===== src/verilog/pio_consts.svh =====
// Widths and completion codes shared by the PIO target RTL and its testbench
`ifndef PIO_CONSTS_SVH
`define PIO_CONSTS_SVH

`define PIO_DATA_W   64         // Stream data width
`define PIO_KEEP_W   8          // One keep bit per data byte
`define PIO_TUSER_W  9          // BAR hit vector sits in bits 8:2
`define PIO_ADDR_W   13         // Region, dword index, byte offset
`define PIO_MEM_AW   10         // 64-bit word index from address bits 12:3

`define PIO_CPL_FMT  8'h0A      // Completion without data
`define PIO_CPLD_FMT 8'h4A      // Completion with data

`endif


===== src/verilog/pio_pkg.sv =====
// Types for the PIO target; RTL and testbench refer to them by scoped name
package pio_pkg;

    typedef enum logic [6:0] {
        MRD32  = 7'h00,
        MWR32  = 7'h40,
        MRD64  = 7'h20,
        MWR64  = 7'h60,
        IORD32 = 7'h02,
        IOWR32 = 7'h42
    } fmt_type_e;

    typedef enum logic [3:0] {
        RX_IDLE,
        RX_RD32_DW1,                // MRd32 and IORd32 address beat
        RX_WR32_DW1,                // Address and data
        RX_RD64_DW1,
        RX_WR64_DW1,                // Address only, data follows
        RX_WR64_DW3,
        RX_IOWR_DW1,
        RX_WAIT_RESP,               // Memory target busy
        RX_WAIT_CPL                 // Completion on its way out
    } rx_state_e;

    typedef enum logic [1:0] {
        TX_IDLE,
        TX_HDR0,                    // Header dwords 0 and 1
        TX_HDR1                     // Header dword 2 and data
    } tx_state_e;

    typedef enum logic [1:0] {
        RESP_NONE,                  // Posted write
        RESP_CPL,
        RESP_CPLD
    } resp_kind_e;

endpackage


===== src/verilog/pio_tx_engine.sv =====
// Transmit engine: sends the 3DW Cpl or CplD for a finished PIO request
`timescale 1ns/100ps
`include "pio_consts.svh"

module pio_tx_engine (
    input  logic                   i_clk,
    input  logic                   i_nrst,
    input  logic [15:0]            i_cfg_completer_id,
    input  pio_pkg::resp_kind_e    i_cpl_kind,
    input  logic [2:0]             i_cpl_tc,
    input  logic                   i_cpl_td,
    input  logic                   i_cpl_ep,
    input  logic [1:0]             i_cpl_attr,
    input  logic [15:0]            i_cpl_rid,
    input  logic [7:0]             i_cpl_tag,
    input  logic [2:0]             i_cpl_bytes,
    input  logic [`PIO_ADDR_W-1:0] i_cpl_addr,
    input  logic                   i_resp_valid,
    input  logic [`PIO_DATA_W-1:0] i_resp_data,
    input  logic                   i_tx_tready,
    output logic [`PIO_DATA_W-1:0] o_tx_tdata,
    output logic [`PIO_KEEP_W-1:0] o_tx_tkeep,
    output logic                   o_tx_tlast,
    output logic                   o_tx_tvalid,
    output logic                   o_compl_done
);

    pio_pkg::tx_state_e state;
    logic [31:0]        data_dw;
    logic               is_cpld;
    logic [7:0]         fmt;
    logic [6:0]         lower_addr;
    logic [31:0]        hdr_dw0;
    logic [31:0]        hdr_dw1;
    logic [31:0]        hdr_dw2;

    assign is_cpld    = (i_cpl_kind == pio_pkg::RESP_CPLD);
    assign fmt        = is_cpld ? `PIO_CPLD_FMT : `PIO_CPL_FMT;
    assign lower_addr = i_cpl_addr[6:0];                  // Low bits already from first BE

    // Length is one dword for CplD and zero for Cpl, status is always successful
    assign hdr_dw0 = {fmt, 1'b0, i_cpl_tc, 4'h0, i_cpl_td, i_cpl_ep, i_cpl_attr,
                      2'b00, 9'd0, is_cpld};
    assign hdr_dw1 = {i_cfg_completer_id, 3'b000, 1'b0, 9'd0, i_cpl_bytes};
    assign hdr_dw2 = {i_cpl_rid, i_cpl_tag, 1'b0, lower_addr};

    assign o_tx_tvalid = (state != pio_pkg::TX_IDLE);
    assign o_tx_tlast  = (state == pio_pkg::TX_HDR1);

    always_comb begin
        if (state == pio_pkg::TX_HDR1) begin
            o_tx_tdata = {is_cpld ? data_dw : 32'h0, hdr_dw2};
            o_tx_tkeep = is_cpld ? 8'hFF : 8'h0F;
        end else begin
            o_tx_tdata = {hdr_dw1, hdr_dw0};
            o_tx_tkeep = 8'hFF;
        end
    end

    always_ff @(posedge i_clk or negedge i_nrst) begin
        if (!i_nrst) begin
            state        <= pio_pkg::TX_IDLE;
            o_compl_done <= 1'b0;
        end else begin
            o_compl_done <= 1'b0;
            case (state)
                pio_pkg::TX_IDLE: begin
                    if (i_resp_valid && i_cpl_kind != pio_pkg::RESP_NONE) begin
                        state <= pio_pkg::TX_HDR0;
                    end
                end
                pio_pkg::TX_HDR0: begin
                    if (i_tx_tready) begin
                        state <= pio_pkg::TX_HDR1;
                    end
                end
                default: begin
                    if (i_tx_tready) begin
                        state        <= pio_pkg::TX_IDLE;
                        o_compl_done <= 1'b1;             // Lets the receive side resume
                    end
                end
            endcase
        end
    end

    always_ff @(posedge i_clk) begin
        if (state == pio_pkg::TX_IDLE && i_resp_valid) begin
            data_dw <= i_cpl_addr[2] ? i_resp_data[63:32] : i_resp_data[31:0];
        end
    end

    // Beats depend on the echo fields held by the receive engine
    a_tx_hold: assert property (@(posedge i_clk) disable iff (!i_nrst)
        o_tx_tvalid && !i_tx_tready |=> o_tx_tvalid && $stable(o_tx_tdata))
        else $error("completion beat changed under back-pressure");

endmodule


===== config.mk =====
export PLATFORM = sky130hd
export DESIGN_NAME = pio_tx_engine
export DESIGN_NICKNAME = d
export VERILOG_FILES = /design/src/verilog/pio_pkg.sv /design/src/verilog/pio_tx_engine.sv
export VERILOG_INCLUDE_DIRS = /design/src /design/src/verilog
export SDC_FILE = /design/constraint.sdc
export NUM_CORES = 1
export LEC_CHECK = 0
export ABC_AREA = 0
export BUFFER_PORTS_ARGS = -buffer_cell sky130_fd_sc_hd__buf_4
export CAP_MARGIN = 40
export CORE_MARGIN = 4
export CORE_UTILIZATION = 40
export CTS_CLUSTER_SIZE = 20
export DETAILED_ROUTE_END_ITERATION = 6
export GPL_TIMING_DRIVEN = 0
export PLACE_DENSITY_LB_ADDON = 0.08
export SLEW_MARGIN = 40
export SYNTH_ARGS = -nofsm -noshare
export SYNTH_HDL_FRONTEND = slang
export SYNTH_SLANG_ARGS = --single-unit

===== constraint.sdc =====
create_clock -name i_clk -period 7.31 [get_ports i_clk]
set_clock_uncertainty 0.15 [all_clocks]
set_input_delay 0.731 -clock i_clk [delete_from_list [all_inputs] [get_ports i_clk]]
set_output_delay 0.731 -clock i_clk [all_outputs]
set_load 0.05 [all_outputs]

== Yosys cells after proc, flatten, opt, wreduce, memory -nomap -nowiden ==
Index checks and enable logic that the tools add are counted.

* Register bits: 35
* Input port bits: 133
* Output and inout port bits: 75
* Logic and storage cells: 28

* Equal/unequal tests: 5
* Muxes and demuxes: 12
* Reduce and logical (&&, ||, !) cells: 8

{| class="wikitable"
|+ Operator list
! operator !! number
|-
| two-way mux 32 bit || 2
|-
| two-way mux 64 bit || 1
|-
| two-way mux 8 bit || 2
|-
| two-way mux 7 bit || 1
|-
| two-way mux 2 bit || 3
|-
| nonzero test 2 bit || 3
|-
| equality test 2 bit (second input constant) || 2
|-
| inequality test 2 bit (second input constant) || 2
|-
| one-hot mux 2 bit (2 select lines) || 1
|-
| AND reduction 3 bit || 1
|-
| equality test 2 x 1 -> 1 bit (second input constant) || 1
|-
| logical AND 1 bit || 2
|-
| zero test 2 bit || 1
|-
| two-way mux 1 bit || 2
|-
| OR reduction 2 bit || 1
|}

== Depth between registers and ports, before layout ==
* Depth after elaboration: 4
* Depth in mapped cells: 5

== Worst setup path after synthesis ==
OpenSTA, ideal clock, no wires.

* Kind: reg2reg
* Start: reg state[1]
* End: reg data_dw[0], enable pin
* Setup time: 421 ps
* Arrival time: 2286 ps
* Required time: 6739 ps
* Setup slack: 4453 ps
* Stages on the path, launching flop included: 3
* Path buffers: 0
* Cells stage by stage: dfrtp_1 or2_2 nor2_1

* Longest elaborated chain between the ends: 2

{| class="wikitable"
|+ RTL lines
! element !! RTL line !! RTL
|-
| start: declaration || pio_tx_engine.sv:28 || <nowiki>pio_pkg::tx_state_e state;</nowiki>
|-
| start signal: assignment || pio_tx_engine.sv:62 || <nowiki>state <= pio_pkg::TX_IDLE;</nowiki>
|-
| start signal: assignment || pio_tx_engine.sv:69 || <nowiki>state <= pio_pkg::TX_HDR0;</nowiki>
|-
| start signal: assignment || pio_tx_engine.sv:74 || <nowiki>state <= pio_pkg::TX_HDR1;</nowiki>
|-
| zero test 2 bit || pio_tx_engine.sv:88 || <nowiki>if (state == pio_pkg::TX_IDLE && i_resp_valid) begin</nowiki>
|-
| logical AND 1 bit || pio_tx_engine.sv:88 ||
|-
| end signal: assignment || pio_tx_engine.sv:89 || <nowiki>data_dw <= i_cpl_addr[2] ? i_resp_data[63:32] : i_resp_data[31:0];</nowiki>
|-
| end: declaration || pio_tx_engine.sv:29 || <nowiki>logic [31:0] data_dw;</nowiki>
|}

Every way passes these cells.
A chain may end at the register's enable or synchronous reset.

== Worst setup path after layout ==
* Start: in i_cpl_kind[0]
* End: out o_tx_tdata[33]

* Longest elaborated chain between the ends: 3

{| class="wikitable"
|+ RTL lines
! element !! RTL line !! RTL
|-
| start: declaration || pio_tx_engine.sv:9 || <nowiki>input pio_pkg::resp_kind_e i_cpl_kind,</nowiki>
|-
| equality test 2 bit || pio_tx_engine.sv:37 || <nowiki>assign is_cpld = (i_cpl_kind == pio_pkg::RESP_CPLD);</nowiki>
|-
| two-way mux 32 bit || pio_tx_engine.sv:52 || <nowiki>o_tx_tdata = {is_cpld ? data_dw : 32'h0, hdr_dw2};</nowiki>
|-
| two-way mux 64 bit || pio_tx_engine.sv:51 || <nowiki>if (state == pio_pkg::TX_HDR1) begin</nowiki>
|-
| end: declaration || pio_tx_engine.sv:21 || <nowiki>output logic [`PIO_DATA_W-1:0] o_tx_tdata,</nowiki>
|}

Every way passes these cells.

==> metrics.md <==
| Metric | Value |
|---|---|
| Worst Hold Class | `in -> async` |
| Non-Filler Instances | `around 440` |
| Die Height | `between 80 and 90 um` |
| Vias per cell | `4.69` |
| Tcrit/Tclk final | `between 30% and 40%` |
| DP Cell Count | `around 440` |
| Final ANT Viol Nets | `0` |
| CTS root buffer | `clkbuf_8` |
| Vias in the first global route | `2087` |
| Initial DRC count | `33` |
| Layout cells sized above 1 | `71.6%` |
| Sequential element share of the synthesized area | `between 40% and 50%` |
| Synth Area per Inst | `between 10 and 15 um2` |
| Synth warnings | `0` |
| Post-DP Area | `approximately 0.0038 mm2` |
| Largest net degree at the start of global routing | `18` |
| Tot GR Track Use | `between 20% and 30%` |
| Crit path required time | `6.43 ns` |
| CTS buffer count | `5` |
| Later-pin clock latency in the skew report | `0.28 ns` |
| I/O pin cnt | `around 210` |
| Least-Margin Pin Slew | `~0.53 ns` |
| DRC Markers | `0` |
| Crit Path Class | `in -> out` |
| Detailed placer's ending HPWL | `about 6.2 mm` |
| Total Wirelength | `a little over 7 mm` |
| # fillers | `384` |
| Post-Syn Instances | `approximately 170` |
| Initial Util | `around two fifths` |
| Pleak | `approximately 1.9 nW` |
| CP Max Fanout | `10` |
| Cell Rows | `26` |
| Arrival time at the worst endpoint | `1.68 ns` |
| Buffers on Ports | `around 200` |
| Slew Limit Fails | `0` |
| H-tree depth | `2` |
| Nets | `approximately 510` |
| Final min period | `2.56 ns` |
| Top cell type's share of synthesized area | `roughly 44%` |
| Area Overhead vs Synth | `77.7%` |
| Setup TNS | `0 ns` |
| Routability congestion estimate | `0.766` |
| Maximum VDD drop | `about 0.00015 V` |
| CTS resizes | `0` |
| Relative slew slack | `between 60% and 70%` |
| Synth unique cells | `23` |
| Top cells by area, synth | `edfxtp_1 (44%), mux2_2 (18%), and2_1 (9.8%), a22o_1 (7.7%), mux2_4 (4.2%)` |
| Reg clk slew, reported paths | `approximately 0.060 ns` |
| Final setup viols | `0` |
| Pwr per Cell Area | `between 200 and 250 mW/mm2` |
| Gr ovfl total | `0` |
| Hold Buf Count CTS | `0` |
| Chip width | `81.5 um` |
| Sinks on Clock Net | `35` |
| Post-synthesis cell area | `approximately 0.0022 mm2` |
| Max-cap violations | `0` |
| Core box area | `just over 0.005 mm2` |
| CP Launch Type | `input pin` |
| Antenna cells | `0` |
| Initial antenna violation count | `0` |
| Final Hold Viols | `0` |
| Routed WL per cell | `between 15 and 20 um` |
| Die area | `~0.0066 mm2` |
| Final Cell Area | `roughly 0.0038 mm2` |
| First-pass GRT wire length | `10.4 mm` |
| Post-CTS setup buffer count | `0` |
| Min Hold Slack | `slightly below 0.08 ns` |
| Max Clk Rate | `between 0.3 and 0.4 GHz` |
| DR pass1 iterations | `4` |
| RSZ-0062 raised after global routing | `no` |
| DR vias | `about 2100` |
| Critical path endpoint category | `primary output` |
| Yosys reg bits | `35` |
| CTS tree | `built` |
| CTS max path bufs | `2` |
| Area leader, netlist | `edfxtp_1` |
| Status | `finished, final reports clean` |
==> critical path, stage by stage <==
cell and delay [ns]:
buf_4 0.11, and4bb_4 0.34, buf_6 0.15, a22o_1 0.14, buf_4 0.20
==> cells in the final DEF (no fill, tap or decap) <==
cell type,count
buf_4,203
mux2_2,34
and2_1,34
edfxtp_1,32
a22o_1,19
buf_2,6
mux2_4,6
buf_6,5
conb_1,5
clkbuf_8,5
nand2b_1,3
dfrtp_1,3
inv_1,2
clkbuf_1,2
nand2b_4,1
inv_2,1
and4bb_4,1
nor2b_1,1
mux2_1,1
clkbuf_2,1
or2_2,1
nor2_4,1
nor2_1,1
o32ai_1,1
nand2_1,1
mux2i_1,1
clkinv_2,1
buf_16,1
==> power by group <==
group	leakage [nW]	internal [mW]	switching [mW]
clock network	0.0422	0.0668	0.0656
registers	0.340	0.253	0.00872
logic	1.47	0.179	0.283
==> synth_stat cells (all sizes together) <==
cell type  number
nand2b          4
mux2i           1
nor2b           1
a22o           19
inv             3
clkbuf          1
conb            2
nand2           1
buf            19
and2           34
and4bb          1
edfxtp         32
o32ai           1
dfrtp           3
nor2            2
mux2           41
or2             1
==> flip-flops by register name, indices dropped and copies added, names as in the netlist <==
signal / count
o_compl_done: 1
state: 2
data_dw: 32
==> kinds of logic (layout without fill, tap and decap cells) <==
kind of cell           Yosys count  after routing  synth area share, %
and+or+nand+nor                 44             44                 13.2
muxes                           42             42                 22.9
DFF                             35             35                 47.9
buffers and inverters           23            227                 7.53
AOI/OAI and AO/OA               20             20                 8.11
other                            2              5                0.348
==> metal layers <==
metal	vias up	global-route usage [%]	wire length (um)	share of wire (%)
met1	962	20.0	2350	32
met5	-	0	0	0
met4	0	4.56	87	1.2
met2	105	41.4	3980	55
met3	8	8.33	853	12
li1	1004	-	-	-
==> final cells by class <==
class                      count  area (um2)  area share [%]
buffer                        20         151            3.94
clock buffer                   7        76.3            1.99
clock inverter                 1        5.00           0.130
inverter                       3        11.3           0.293
multi-input combinational    111         981            25.5
sequential                    35        1040            27.0
tap                           70        87.6            2.28
timing repair buffer         196        1490            38.8
==> metrics by stage <==
stage / setup slack, ns / total power, mW / utilization, %
after detailed placement: 4.74 / 0.732 / 72.7
after global routing: 4.70 / 0.896 / 74.2
final: 4.75 / 0.856 / 74.2
after global placement: 3.96 / 0.719 / 72.0
after CTS: 4.73 / 0.865 / 74.2
after floorplan: 4.45 / 0.569 / -
==> worst paths after layout <==
kind | start | to | slack (ns) | cells past startpoint
worst max-delay path | i_cpl_kind[0] | o_tx_tdata[33] | 4.75 | 5
worst min-delay path | i_nrst | state[1] | 0.08 | 1
worst max register to register | state[1] | data_dw[29] | 5.39 | 3
worst min register to register | state[0] | state[0] | 0.42 | 2
max in group asynchronous | i_nrst | o_compl_done | 6.83 | 1
min in group i_clk | state[0] | state[0] | 0.42 | 2
Note: power is estimated with default switching activity, not from simulation.
