[src/verilog/pio_consts.svh]
// Widths and completion codes shared by the PIO target RTL and its testbench
`ifndef PIO_CONSTS_SVH
`define PIO_CONSTS_SVH

`define PIO_DATA_W   64         // Stream data width
`define PIO_KEEP_W   8          // One keep bit per data byte
`define PIO_TUSER_W  9          // BAR hit vector sits in bits 8:2
`define PIO_ADDR_W   13         // Region, dword index, byte offset
`define PIO_MEM_AW   10         // 64-bit word index from address bits 12:3

`define PIO_CPL_FMT  8'h0A      // Completion without data
`define PIO_CPLD_FMT 8'h4A      // Completion with data

`endif

[src/verilog/pio_pkg.sv]
// Types for the PIO target; RTL and testbench refer to them by scoped name
package pio_pkg;

    typedef enum logic [6:0] {
        MRD32  = 7'h00,
        MWR32  = 7'h40,
        MRD64  = 7'h20,
        MWR64  = 7'h60,
        IORD32 = 7'h02,
        IOWR32 = 7'h42
    } fmt_type_e;

    typedef enum logic [3:0] {
        RX_IDLE,
        RX_RD32_DW1,                // MRd32 and IORd32 address beat
        RX_WR32_DW1,                // Address and data
        RX_RD64_DW1,
        RX_WR64_DW1,                // Address only, data follows
        RX_WR64_DW3,
        RX_IOWR_DW1,
        RX_WAIT_RESP,               // Memory target busy
        RX_WAIT_CPL                 // Completion on its way out
    } rx_state_e;

    typedef enum logic [1:0] {
        TX_IDLE,
        TX_HDR0,                    // Header dwords 0 and 1
        TX_HDR1                     // Header dword 2 and data
    } tx_state_e;

    typedef enum logic [1:0] {
        RESP_NONE,                  // Posted write
        RESP_CPL,
        RESP_CPLD
    } resp_kind_e;

endpackage

[src/verilog/pio_rx_engine.sv]
// Receive engine: turns single-dword PIO TLPs into memory and completion requests
`timescale 1ns/100ps
`include "pio_consts.svh"

module pio_rx_engine (
    input  logic                    i_clk,
    input  logic                    i_nrst,
    input  logic [`PIO_DATA_W-1:0]  i_rx_tdata,
    input  logic [`PIO_KEEP_W-1:0]  i_rx_tkeep,
    input  logic                    i_rx_tlast,
    input  logic                    i_rx_tvalid,
    input  logic [`PIO_TUSER_W-1:0] i_rx_tuser,
    output logic                    o_rx_tready,
    input  logic                    i_req_ready,
    output logic                    o_req_valid,
    output logic                    o_req_write,
    output logic [`PIO_ADDR_W-1:0]  o_req_addr,
    output logic [`PIO_KEEP_W-1:0]  o_req_strob,
    output logic [`PIO_DATA_W-1:0]  o_req_data,
    input  logic                    i_resp_valid,
    input  logic                    i_compl_done,
    output pio_pkg::resp_kind_e     o_cpl_kind,
    output logic [2:0]              o_cpl_tc,
    output logic                    o_cpl_td,
    output logic                    o_cpl_ep,
    output logic [1:0]              o_cpl_attr,
    output logic [15:0]             o_cpl_rid,
    output logic [7:0]              o_cpl_tag,
    output logic [2:0]              o_cpl_bytes,
    output logic [`PIO_ADDR_W-1:0]  o_cpl_addr
);

    pio_pkg::rx_state_e  state;
    pio_pkg::fmt_type_e  hdr_fmt;
    pio_pkg::resp_kind_e last_kind;
    logic                beat;
    logic                sop;               // Next accepted beat opens a TLP
    logic                hdr_ok;
    logic                dw_lo_ok;
    logic                dw_hi_ok;
    logic [1:0]          hit_region;
    logic [1:0]          region;
    logic [3:0]          first_be;
    logic [1:0]          be_off;

    // Place the dword's byte enables in the half picked by address bit 2
    function automatic logic [7:0] lane_strob(input logic hi, input logic [3:0] be);
        lane_strob = hi ? {be, 4'h0} : {4'h0, be};
    endfunction

    assign beat       = i_rx_tvalid && o_rx_tready;
    assign hdr_fmt    = pio_pkg::fmt_type_e'(i_rx_tdata[30:24]);
    assign hdr_ok     = sop && (i_rx_tdata[9:0] == 10'd1);   // Only 1DW requests are served
    assign dw_lo_ok   = &i_rx_tkeep[3:0];
    assign dw_hi_ok   = &i_rx_tkeep[7:4];
    assign o_cpl_addr = o_req_addr;

    always_comb begin
        case (i_rx_tuser[8:2])
            7'h01:   hit_region = 2'd1;                      // Mem32 BAR
            7'h02:   hit_region = 2'd2;                      // Mem64 BAR
            7'h40:   hit_region = 2'd3;                      // Expansion ROM
            default: hit_region = 2'd0;
        endcase

        if (first_be[0]) begin
            be_off = 2'd0;
        end else if (first_be[1]) begin
            be_off = 2'd1;
        end else if (first_be[2]) begin
            be_off = 2'd2;
        end else begin
            be_off = 2'd3;
        end

        case (state)
            pio_pkg::RX_RD32_DW1, pio_pkg::RX_RD64_DW1: last_kind = pio_pkg::RESP_CPLD;
            pio_pkg::RX_IOWR_DW1:                       last_kind = pio_pkg::RESP_CPL;
            default:                                    last_kind = pio_pkg::RESP_NONE;
        endcase
    end

    always_ff @(posedge i_clk or negedge i_nrst) begin
        if (!i_nrst) begin
            state       <= pio_pkg::RX_IDLE;
            sop         <= 1'b1;
            o_rx_tready <= 1'b0;
            o_req_valid <= 1'b0;
            o_cpl_kind  <= pio_pkg::RESP_NONE;
        end else begin
            if (beat) begin
                sop <= i_rx_tlast;                           // Tail beats of dropped TLPs skip decode
            end
            case (state)
                pio_pkg::RX_IDLE: begin
                    o_rx_tready <= 1'b1;
                    if (beat && hdr_ok) begin
                        case (hdr_fmt)
                            pio_pkg::MRD32, pio_pkg::IORD32: state <= pio_pkg::RX_RD32_DW1;
                            pio_pkg::MWR32:                  state <= pio_pkg::RX_WR32_DW1;
                            pio_pkg::MRD64:                  state <= pio_pkg::RX_RD64_DW1;
                            pio_pkg::MWR64:                  state <= pio_pkg::RX_WR64_DW1;
                            pio_pkg::IOWR32:                 state <= pio_pkg::RX_IOWR_DW1;
                            default:                         state <= pio_pkg::RX_IDLE;
                        endcase
                    end
                end
                pio_pkg::RX_WR64_DW1: begin
                    if (beat) begin
                        state <= pio_pkg::RX_WR64_DW3;
                    end
                end
                pio_pkg::RX_WAIT_RESP: begin
                    if (i_req_ready) begin
                        o_req_valid <= 1'b0;
                    end
                    if (i_resp_valid) begin
                        if (o_cpl_kind == pio_pkg::RESP_NONE) begin
                            o_rx_tready <= 1'b1;             // Posted write is finished
                            state       <= pio_pkg::RX_IDLE;
                        end else begin
                            state <= pio_pkg::RX_WAIT_CPL;
                        end
                    end
                end
                pio_pkg::RX_WAIT_CPL: begin
                    if (i_compl_done) begin
                        o_rx_tready <= 1'b1;
                        o_cpl_kind  <= pio_pkg::RESP_NONE;
                        state       <= pio_pkg::RX_IDLE;
                    end
                end
                default: begin                               // Beat that ends the request
                    if (beat) begin
                        o_rx_tready <= 1'b0;
                        o_req_valid <= 1'b1;
                        o_cpl_kind  <= last_kind;
                        state       <= pio_pkg::RX_WAIT_RESP;
                    end
                end
            endcase
        end
    end

    always_ff @(posedge i_clk) begin
        if (beat) begin
            case (state)
                pio_pkg::RX_IDLE: begin
                    o_cpl_tc    <= i_rx_tdata[22:20];
                    o_cpl_td    <= i_rx_tdata[15];
                    o_cpl_ep    <= i_rx_tdata[14];
                    o_cpl_attr  <= i_rx_tdata[13:12];
                    o_cpl_rid   <= i_rx_tdata[63:48];
                    o_cpl_tag   <= i_rx_tdata[47:40];
                    first_be    <= i_rx_tdata[35:32];
                    o_cpl_bytes <= 3'(i_rx_tdata[32]) + 3'(i_rx_tdata[33])
                                 + 3'(i_rx_tdata[34]) + 3'(i_rx_tdata[35]);
                    region      <= hit_region;
                end
                pio_pkg::RX_RD32_DW1, pio_pkg::RX_WR32_DW1, pio_pkg::RX_IOWR_DW1: begin
                    o_req_addr  <= {region, i_rx_tdata[10:2], be_off};
                    o_req_write <= (state != pio_pkg::RX_RD32_DW1);
                    o_req_strob <= lane_strob(i_rx_tdata[2], first_be) & {8{dw_hi_ok}};
                    o_req_data  <= {2{i_rx_tdata[63:32]}};
                end
                pio_pkg::RX_RD64_DW1, pio_pkg::RX_WR64_DW1: begin
                    o_req_addr  <= {region, i_rx_tdata[42:34], be_off};
                    o_req_write <= (state == pio_pkg::RX_WR64_DW1);
                    o_req_strob <= lane_strob(i_rx_tdata[34], first_be);
                end
                pio_pkg::RX_WR64_DW3: begin
                    o_req_strob <= o_req_strob & {8{dw_lo_ok}};   // Data dword in low lane
                    o_req_data  <= {2{i_rx_tdata[31:0]}};
                end
                default: begin
                end
            endcase
        end
    end

    // Request must not change until the memory target takes it
    a_req_stable: assert property (@(posedge i_clk) disable iff (!i_nrst)
        o_req_valid && !i_req_ready |=> o_req_valid
            && $stable({o_req_write, o_req_addr, o_req_strob, o_req_data}))
        else $error("memory request changed before acceptance");

endmodule

[config.mk]
export PLATFORM = sky130hd
export DESIGN_NAME = pio_rx_engine
export DESIGN_NICKNAME = d
export VERILOG_FILES = /design/src/verilog/pio_pkg.sv /design/src/verilog/pio_rx_engine.sv
export VERILOG_INCLUDE_DIRS = /design/src /design/src/verilog
export SDC_FILE = /design/constraint.sdc
export NUM_CORES = 1
export LEC_CHECK = 0
export ABC_CLOCK_PERIOD_IN_PS = 5000
export BUFFER_PORTS_ARGS = -buffer_cell sky130_fd_sc_hd__buf_2
export CORE_ASPECT_RATIO = 1.75
export CORE_MARGIN = 2
export CORE_UTILIZATION = 46
export DETAILED_ROUTE_END_ITERATION = 6
export HOLD_SLACK_MARGIN = 0.06
export PLACE_DENSITY_LB_ADDON = 0.25
export SYNTH_ARGS = -nofsm -noshare
export SYNTH_HDL_FRONTEND = slang
export SYNTH_SLANG_ARGS = --single-unit
[constraint.sdc]
create_clock -name i_clk -period 5 [get_ports i_clk]
set_input_delay 1.25 -clock i_clk [delete_from_list [all_inputs] [get_ports i_clk]]
set_output_delay 1.25 -clock i_clk [all_outputs]
set_load 0.02 [all_outputs]
-- Yosys cells after proc, flatten, opt, wreduce, memory -nomap -nowiden
Index checks and enable logic that the tools add are counted.
- register bits: 135
- input bits: 88
- $add $sub $neg: 3
- eq/ne operators: 24
- multiplexer cells: 30
- bitwise operators: 5
- reductions and logical operators: 28
- operators by type and width (operator ; count):
    64-bit case mux with 2 select lines ; 1
    7-bit equality test (second input constant) ; 4
    13-bit case mux with 2 select lines ; 1
    4-bit 2-to-1 mux ; 6
    8-bit case mux with 3 select lines ; 1
    8-bit bitwise AND ; 2
    4-bit by 3-bit equality test with 1-bit output (second input constant) ; 4
    8-bit 2-to-1 mux ; 2
    4-bit case mux with 4 select lines ; 1
    3-bit case mux with 5 select lines ; 1
    7-bit by 2-bit equality test with 1-bit output (second input constant) ; 2
    2-bit != test (second input constant) ; 6
    10-bit by 1-bit equality test with 1-bit output (second input constant) ; 1
    5-bit AND reduction ; 2
    3-bit OR reduction ; 3
    4-bit by 2-bit equality test with 1-bit output (second input constant) ; 2
    2-bit 2-to-1 mux ; 4
    2-bit case mux with 2 select lines ; 2
    2-bit AND reduction ; 4
    4-bit AND reduction ; 2
    2-bit nonzero test ; 4
    7-bit by 1-bit equality test with 1-bit output (second input constant) ; 1
    7-bit by 6-bit equality test with 1-bit output (second input constant) ; 1
    7-bit zero test ; 1
    18 further kinds ; 32

-- Longest topological paths before layout
Gate-level depths: netlist of run 1.
- depth after elaboration: 5
- mapped depth: 7

-- Least setup slack after synthesis of run 1
OpenSTA, ideal clock, no wires.
- kind: input-to-reg
- from: input i_rx_tvalid
- to: register first_be[0] (enable)
- setup time: 0.487 ns
- data arrival time: 4.211 ns
- required time: 4.513 ns
- path slack: 0.302 ns
- cell stages on the path: 2
- path buffers: 0
- path through: nand2_1 -> nor3_1
- longest elaborated chain between the ends: 2
- ends and longest elaborated chain (item ; RTL line ; text):
    from (decl) ; pio_rx_engine.sv:11 ; input logic i_rx_tvalid,
    1-bit logical AND ; pio_rx_engine.sv:51 ; assign beat = i_rx_tvalid && o_rx_tready;
    2-bit AND reduction (no source line) ; - ;
    to (signal assigned) ; pio_rx_engine.sv:155 ; first_be <= i_rx_tdata[35:32];
    to (decl) ; pio_rx_engine.sv:43 ; logic [3:0] first_be;
Every way passes these cells.
A chain may end at the register's enable or synchronous reset.

-- Worst setup path in the final report of run 1
- from: input i_rx_tvalid
- to: register o_req_strob[1] (enable)
- longest elaborated chain between the ends: 2
- ends and longest elaborated chain (item ; RTL line ; text):
    1-bit logical AND ; pio_rx_engine.sv:51 ;
    2-bit AND reduction (no source line) ; - ;
    to (signal assigned) ; pio_rx_engine.sv:163 ; o_req_strob <= lane_strob(i_rx_tdata[2], first_be) & {8{dw_hi_ok}};
    to (signal assigned) ; pio_rx_engine.sv:169 ; o_req_strob <= lane_strob(i_rx_tdata[34], first_be);
    to (signal assigned) ; pio_rx_engine.sv:172 ; o_req_strob <= o_req_strob & {8{dw_lo_ok}};
    to (decl) ; pio_rx_engine.sv:18 ; output logic [`PIO_KEEP_W-1:0] o_req_strob,
Every way passes these cells.

==> results of run 1 <==
==> cell type report <==
cell class,count,area (um^2),share of cell area
clock buffer,10,229,0.0395
sequential,103,3050,0.526
multi-input combinational,138,1150,0.198
timing repair buffer,224,1130,0.194
tap,125,156,0.0270
clock inverter,5,50.0,0.00863
inverter,11,41.3,0.00712
==> layer usage <==
layer | GRT usage | vias up | share of wire
li1 | - | 1450 | -
met1 | 0.217 | 1522 | 0.35
met2 | 0.361 | 148 | 0.57
met3 | 0.0336 | 17 | 0.058
met4 | 0.0838 | 0 | 0.019
met5 | 0 | - | 0
==> worst max-delay path: stages <==
cell and delay, ps:
buf_2 70, nand2_1 230, and4b_1 890, o21bai_1 450
==> flip-flops by register name, indices dropped and copies added (netlist names), 3 cells and up <==
register,flops
o_cpl_tc,3
o_req_strob,8
o_cpl_rid,16
o_req_data,32
o_cpl_tag,8
first_be,4
o_cpl_addr,13
o_cpl_bytes,3
state,4
==> cell usage in the layout, fill, tap and decap left out, types with 3 or more instances in the layout <==
| cell type | netlist | final |
|---|---|---|
| a22o_1 | 6 | 6 |
| buf_2 | 3 | 222 |
| o21ai_0 | 10 | 10 |
| inv_1 | 11 | 11 |
| dfrtp_1 | 8 | 8 |
| nand2_1 | 15 | 15 |
| a22oi_1 | 3 | 3 |
| edfxtp_1 | 94 | 94 |
| nand4_1 | 3 | 3 |
| mux2_2 | 38 | 38 |
| nor2_1 | 12 | 12 |
| clkbuf_16 | 0 | 9 |
| nor3_1 | 6 | 4 |
| xnor2_1 | 3 | 3 |
| mux2_4 | 3 | 3 |
| a21oi_1 | 4 | 4 |
==> final timing paths <==
path,start,to,slack [ps],cells past startpoint
worst min-delay path,region[1],o_cpl_addr[12],420,0
worst max register to register,state[3],o_req_strob[1],2240,3
max in group asynchronous,i_nrst,sop,3990,1
worst min register to register,region[1],o_cpl_addr[12],420,0
min in group asynchronous,i_nrst,o_rx_tready,760,1
worst max-delay path,i_rx_tvalid,o_req_strob[1],2080,4
==> logic make-up (layout without fill, tap and decap cells) <==
family,count (synthesis),after routing,share of synthesized area
DFF,103,103,0.656
buffers and inverters,65,250,0.0985
and+or+nand+nor,54,54,0.0622
muxes,43,43,0.106
AOI/OAI and AO/OA,34,34,0.0598
xor gates and xnor gates,4,4,0.00754
adders and majority gates,3,3,0.00969
==> power by group through the flow <==
stage	Combinational (uW)	Clock [uW]	Sequential, uW
2_1_floorplan	762	0	1460
3_3_place_gp	1130	0	1310
3_5_place_dp	1150	0	1310
4_1_cts	1150	677	1300
5_1_grt	1220	715	1320
6_report	1140	664	1300
==> metrics by stage <==
stage	hold slack (ps)	util	cells	area, um^2	worst slack (ps)
2_1_floorplan	400	-	306	4650	302
3_3_place_gp	403	0.561	601	5520	1700
3_5_place_dp	408	0.561	601	5520	1670
4_1_cts	423	0.589	616	5800	2020
5_1_grt	438	0.589	616	5800	1920
6_report	420	0.589	616	5800	2080
==> impl_metrics.json, run 1 <==
{
  "hold_path_class": "flop to flop",
  "drt_drc_violations_left": 0,
  "max-cap-violations": 0,
  "fillCellCount": 845,
  "wl_um": 11000,
  "synth.distinct_cells": 47,
  "drive_gt1_frac": 0.587,
  "netlist_area_mm2": 0.00465,
  "comb_power_share": 0.368,
  "crit_type": "input pin to flop",
  "grt_pass1_wl_um": 15800,
  "avgSynthCellArea_um2": 15.2,
  "post-cts-setup-buffers": 0,
  "hold_viol": 0,
  "p_switching_uw": 1120,
  "drtIter0Drc": 98,
  "overflow": 0,
  "fp.dieH_um": 137,
  "slew_violations": 0,
  "synthTopCellsByArea": "edfxtp_1 (61%), mux2_2 (9.2%), buf_4 (7.4%)",
  "worst_setup_path_end_kind": "flop",
  "synth_top_area_frac": 0.607,
  "timing.final.crit_share": 0.584,
  "final_nets": 578,
  "fmax_mhz": 342,
  "cts_hold_buf": 0,
  "io_buffers": 222,
  "async_flop_share": 0.0874,
  "clock-sinks": 103,
  "cts_tree": "yes",
  "synthToLayoutAreaGrowth_pct": 24.9,
  "grt_pass1_vias": 2990,
  "grt_max_degree": 41,
  "vias_per_cell": 5.09,
  "synth_fp_nets": 397,
  "cts-root-buf": "clkbuf_16",
  "swShare": 0.360,
  "fp-row-count": 48,
  "ys_warn_count": 0,
  "intPower_uw": 1990,
  "ys_seq_area_frac": 0.656,
  "yosys.cell_count.top_type": "edfxtp_1",
  "insertion_delay_ps": 330,
  "synthesis.instances": 306,
  "synth_top_area_cell": "edfxtp_1",
  "coreArea_mm2": 0.00985,
  "setup_tns_ps": 0,
  "power.total_uw": 3100,
  "cp-start-kind": "input pin",
  "die_x_um": 80.0,
  "synth_commonest_cells": "edfxtp_1 (94), buf_4 (46), mux2_2 (38)",
  "diodes": 0,
  "crit_fanout": 15,
  "power.density_mw_per_mm2": 535,
  "cts_resized": 0,
  "dr_total_vias": 3137,
  "critPathRequiredTime_ps": 4970,
  "clkTransAtPathRegs_ps": 60,
  "seqPwrFrac": 0.418,
  "ant_nets": 0,
  "ir_drop_v": 0.000360,
  "io_pins": 225,
  "min_period_ps": 2920,
  "start_util": 0.472,
  "gp_congestion": 0.857,
  "setup_viol_count_final": 0,
  "relSlewSlack": 0.329,
  "power_frac_clock": 0.214,
  "htreeDepth": 3,
  "synth_edf_count": 94,
  "status": "completed",
  "dieArea_mm2": 0.0110,
  "rsz0062_at_grt": "no",
  "drt_pre_antenna_iters": 4,
  "antenna_found_initial": 0,
  "wl_per_cell_um": 17.8,
  "post-dp-hpwl_um": 8300,
  "synth_ff_type": "edfxtp_1",
  "arrival_ps": 2890,
  "p_leak_uw": 0.00243,
  "finClkSkew_ps": 7.89,
  "ys_ff_latch": 103,
  "track_usage": 0.196,
  "cts_buffers": 9,
  "worst_slew_pin_slew_ps": 1010,
  "clockBufferDepth": 2
}
Note: power is estimated with default switching activity, not from simulation.
==> run 2: changes to the inputs <==
Settings changed: ABC_CLOCK_PERIOD_IN_PS 5000 to 2500, CORE_UTILIZATION 46 to 42.
Clock period 5 ns to 2.5 ns, I/O delays scaled along.
==> run 2 against run 1 <==
  * Combinational power grew 100%
  * Total power grew 100%
  * Critical path depth down 1
  * Die area rose by 9.1%
  * Count of clock-buffer cells in the layout decreased by 1
  * Wire length increased by 1.8%
  * Non-clock buffer count is 7 higher
  * Setup slack worse by 1700 ps
  * Core utilization decreased by 4.4 points
  * Clock power grew 94%
  * Sequential cell count stayed put
  * Critical path type is now flop to flop
  * Critical endpoint is now o_cpl_addr[7]
  * Highest routed layer unchanged
==> impl_metrics.json, run 2 (synthesized netlist as in run 1, its figures left out) <==
{
  "vias_per_cell": 5.00,
  "final_cell_mix": "buf_2 (222), edfxtp_1 (94), mux2_2 (38), nand2_1 (15), nor2_1 (12)",
  "crit_type": "flop to flop",
  "drt_drc_violations_left": 0,
  "io_buffers": 222,
  "grt_max_degree": 37,
  "track_usage": 0.183,
  "rsz0062_at_grt": "no",
  "crit_fanout": 15,
  "cts_resized": 0,
  "setup_ws_ps": 401,
  "hold_viol": 0,
  "dieArea_mm2": 0.0120,
  "fmax_mhz": 476,
  "post-cts-setup-buffers": 0,
  "insertion_delay_ps": 340,
  "top_register": "o_req_data",
  "grt_pass1_vias": 3216,
  "drive_gt1_frac": 0.597,
  "fp.dieH_um": 143,
  "dr_total_vias": 3146,
  "ir_drop_v": 0.000507,
  "fp-row-count": 50,
  "coreArea_mm2": 0.0108,
  "slew_violations": 0,
  "critPathRequiredTime_ps": 2590,
  "max-cap-violations": 0,
  "wl_um": 11200,
  "final_nets": 585,
  "htreeDepth": 3,
  "clock-sinks": 103,
  "drtIter0Drc": 107,
  "drt_pre_antenna_iters": 4,
  "gp_congestion": 0.833,
  "cts-root-buf": "clkbuf_16",
  "relSlewSlack": 0.502,
  "placedInstanceArea_mm2": 0.00559,
  "arrival_ps": 2190,
  "cts_buffers": 9,
  "finClkSkew_ps": 9.93,
  "cts_hold_buf": 0,
  "min_period_ps": 2100,
  "post-dp-hpwl_um": 8560,
  "timing.final.crit_share": 0.840,
  "overflow": 0,
  "io_pins": 225,
  "worst_setup_path_end_kind": "flop",
  "layout_commonest_cell": "buf_2",
  "grt_pass1_wl_um": 16600,
  "dpl_worst_slack_ps": 327,
  "synthToLayoutAreaGrowth_pct": 26.3,
  "ant_nets": 0,
  "setup_viol_count_final": 0,
  "start_util": 0.432,
  "clockBufferDepth": 2,
  "antenna_found_initial": 0,
  "largest_reg_flops": 32,
  "setup_tns_ps": 0,
  "status": "completed",
  "p_leak_uw": 0.00246,
  "diodes": 0,
  "worst_slew_pin_slew_ps": 746,
  "power.density_mw_per_mm2": 1060,
  "cp-start-kind": "flop",
  "cts_tree": "yes",
  "stdcell_area_mm2": 0.00587,
  "hold_path_class": "input pin to asynchronous set/reset pin",
  "wl_per_cell_um": 17.8,
  "clkTransAtPathRegs_ps": 70,
  "die_x_um": 83.5
}
## run 2: layout make-up
cell class,count,area (um^2)
Clock buffer,9,225
Clock inverter,7,47.5
Fill cell,913,4890
Inverter,11,41.3
Multi-Input combinational cell,138,1160
Sequential cell,103,3050
Tap cell,130,163
Timing Repair Buffer,231,1180
## run 2: report_power, final
group	total [uW]	internal, uW	switching [uW]	leakage (uW)
sequential	2590	2360	229	0.000965
clock	1290	675	618	0.000133
combinational	2330	881	1450	0.00137
total	6210	3920	2300	0.00246
## run 2: per-layer routing
metal	up-vias	global-route usage	part of all wire
met5	-	0	0
met4	0	0.0730	0.020
met3	20	0.0428	0.065
met2	152	0.355	0.57
met1	1510	0.185	0.35
li1	1464	-	-
## run 2: final timing paths
path | from | end | slack [ps] | depth (start not counted)
max | state[0] | o_cpl_addr[7] | 400 | 3
min | i_nrst | o_cpl_kind[0] | 130 | 1
max reg2reg | state[0] | o_cpl_addr[7] | 400 | 3
min reg2reg | region[0] | o_cpl_addr[11] | 430 | 0
max in group asynchronous | i_nrst | sop | 2110 | 1
min in group i_clk | region[0] | o_cpl_addr[11] | 430 | 0
## run 2: worst max-delay path: stages (launching register included)
cell	delay [ps]
dfrtp_1	550
or3b_1	490
a21oi_4	420
mux2_2	390
## run 2: stage by stage
stage               hold slack, ps  utilization  power, uW  std cells
finish                         133        0.545       6210        629
global placement               403        0.520       4940        613
CTS                            120        0.545       6290        629
floorplan                      329            -       4450        306
detailed placement             405        0.520       4990        613
global route                   135        0.545       6530        629
==> run 3: changes to the inputs <==
Settings changed: ABC_CLOCK_PERIOD_IN_PS 2500 to 2100, CORE_UTILIZATION 42 to 46.
Clock period 2.5 ns to 2.1 ns, I/O delays scaled along.
==> run 3 against run 2 <==
  * Register-to-register slack got worse by 300 ps
  * Count of clock-buffer cells in the layout did not move
  * Wire length shrank 3.3%
  * Final area up 1.3%
  * Critical path depth is 1 higher
  * Core utilization is 5.8 points higher
  * Final cell count rose by 0.16%
  * First-iteration DRC count fell by 28%
  * Total power is 21% higher
==> impl_metrics.json, run 3 (synthesized netlist as in run 1, its figures left out) <==
{
  "reg2reg_slack_ps": 100,
  "p_switching_uw": 2740,
  "insertion_delay_ps": 340,
  "ant_nets": 0,
  "worst_slew_pin_slew_ps": 747,
  "die_x_um": 80.0,
  "layout_commonest_cell": "buf_2",
  "largest_reg_flops": 32,
  "antenna_found_initial": 0,
  "dr_total_vias": 3139,
  "hold_viol": 0,
  "min_period_ps": 2000,
  "wl_um": 10800,
  "post-dp-hpwl_um": 8390,
  "diodes": 0,
  "final_nets": 591,
  "slew_violations": 0,
  "track_usage": 0.194,
  "clock-sinks": 103,
  "ir_drop_v": 0.000725,
  "overflow": 0,
  "max-cap-violations": 0,
  "top_register": "o_req_data",
  "stdcell_area_mm2": 0.00594,
  "power.density_mw_per_mm2": 1260,
  "dieArea_mm2": 0.0110,
  "clockBufferDepth": 2,
  "critPathSlowestCell": "dfrtp_1",
  "grt_max_degree": 41,
  "critPathRequiredTime_ps": 2180,
  "crit_type": "flop to flop",
  "seqPwrFrac": 0.404,
  "drive_gt1_frac": 0.600,
  "swShare": 0.365,
  "dpl_worst_slack_ps": 81.8,
  "hold_path_class": "input pin to flop",
  "dp_cells": 613,
  "htreeDepth": 3,
  "status": "completed",
  "cpPeakStageDelay_ps": 510,
  "grt_pass1_wl_um": 15700,
  "rsz0062_at_grt": "no",
  "crit_fanout": 10,
  "fin_cells": 630,
  "power.total_uw": 7500,
  "setup_viol_count_final": 0,
  "cts-root-buf": "clkbuf_16",
  "fmax_mhz": 500,
  "fp-row-count": 48,
  "cts_resized": 0,
  "worst_setup_path_end_kind": "flop",
  "start_util": 0.472,
  "vias_per_cell": 4.98,
  "cp-start-kind": "flop",
  "finClkSkew_ps": 8.06,
  "grt_pass1_vias": 3164,
  "cts_tree": "yes",
  "arrival_ps": 2080,
  "setup_ws_ps": 100,
  "synthToLayoutAreaGrowth_pct": 27.8,
  "rr_worst_depth": 4,
  "power_frac_clock": 0.208,
  "drt_drc_violations_left": 0,
  "coreArea_mm2": 0.00985,
  "gp_congestion": 0.859,
  "post-cts-setup-buffers": 0,
  "placedInstanceArea_mm2": 0.00565,
  "wl_per_cell_um": 17.2,
  "clkTransAtPathRegs_ps": 70,
  "cts_buffers": 9,
  "intPower_uw": 4770,
  "timing.final.crit_share": 0.952,
  "min_path_cells": 2,
  "final_cell_mix": "buf_2 (222), edfxtp_1 (94), mux2_2 (38), nand2_1 (15)",
  "comb_power_share": 0.388,
  "p_leak_uw": 0.00251,
  "fp.dieH_um": 137,
  "drtIter0Drc": 77,
  "io_buffers": 222,
  "io_pins": 225,
  "crit_chain": "or3b_1 > a21oi_4 > buf_4 > mux2_2",
  "relSlewSlack": 0.501,
  "setup_tns_ps": 0,
  "drt_pre_antenna_iters": 4
}
## run 3: changes by cell type in the layout (fill, tap and decap cells not counted), sizes merged
| cell | previous run | this run |
|---|---|---|
| clkinvlp | 1 | 0 |
| inv | 12 | 15 |
| buf | 231 | 236 |
| clkinv | 5 | 3 |
| dlygate4sd3 | 0 | 1 |
## run 3: path summary, 6_finish.rpt
kind | start | end
worst max-delay path | state[2] | o_cpl_addr[7]
worst min-delay path | i_req_ready | o_req_valid
worst max register to register | state[2] | o_cpl_addr[7]
worst min register to register | region[0] | o_cpl_addr[11]
max in group asynchronous | i_nrst | sop
min in group asynchronous | i_nrst | state[0]
## run 3: routing by layer
metal | share of wire | global-route usage
met5 | 0 | 0
met4 | 0.014 | 0.0669
met3 | 0.063 | 0.0356
met2 | 0.57 | 0.366
met1 | 0.35 | 0.212
## run 3: what timing repair did
item,4_1_cts,5_1_grt
hold buffers,1,0
setup endpoints to repair,0,0
endpoints found under the hold margin,8,0
## run 3: critical path, delay by kind of cell, from the launching register on
kind | cells | cell delay [ps]
buffers and inverters | 1 | 190
AO/OA/AOI/OAI | 1 | 270
AND/OR/NAND/NOR | 1 | 450
multiplexers | 1 | 330
flip-flops | 1 | 510
## run 3: per-stage QoR
stage | hold WS [ps] | utilization
2_1_floorplan | 229 | -
3_3_place_gp | 390 | 0.574
3_5_place_dp | 391 | 0.574
4_1_cts | 345 | 0.603
5_1_grt | 355 | 0.603
6_report | 352 | 0.603
## run 3: power by group through the flow
stage / logic (uW) / clock network (uW) / registers, uW
floorplan: 1840 / 0 / 3460
global placement: 2900 / 0 / 3060
detailed placement: 2940 / 0 / 3080
CTS: 2950 / 1610 / 3040
global route: 3140 / 1690 / 3080
finish: 2910 / 1560 / 3030
## run 3: cell type report
cell class                      count  area (um^2)
Clock buffer                        9          225
Clock inverter                      7         55.1
Fill cell                         825         3910
Inverter                           11         41.3
Multi-Input combinational cell    138         1160
Sequential cell                   103         3050
Tap cell                          125          156
Timing Repair Buffer              237         1250
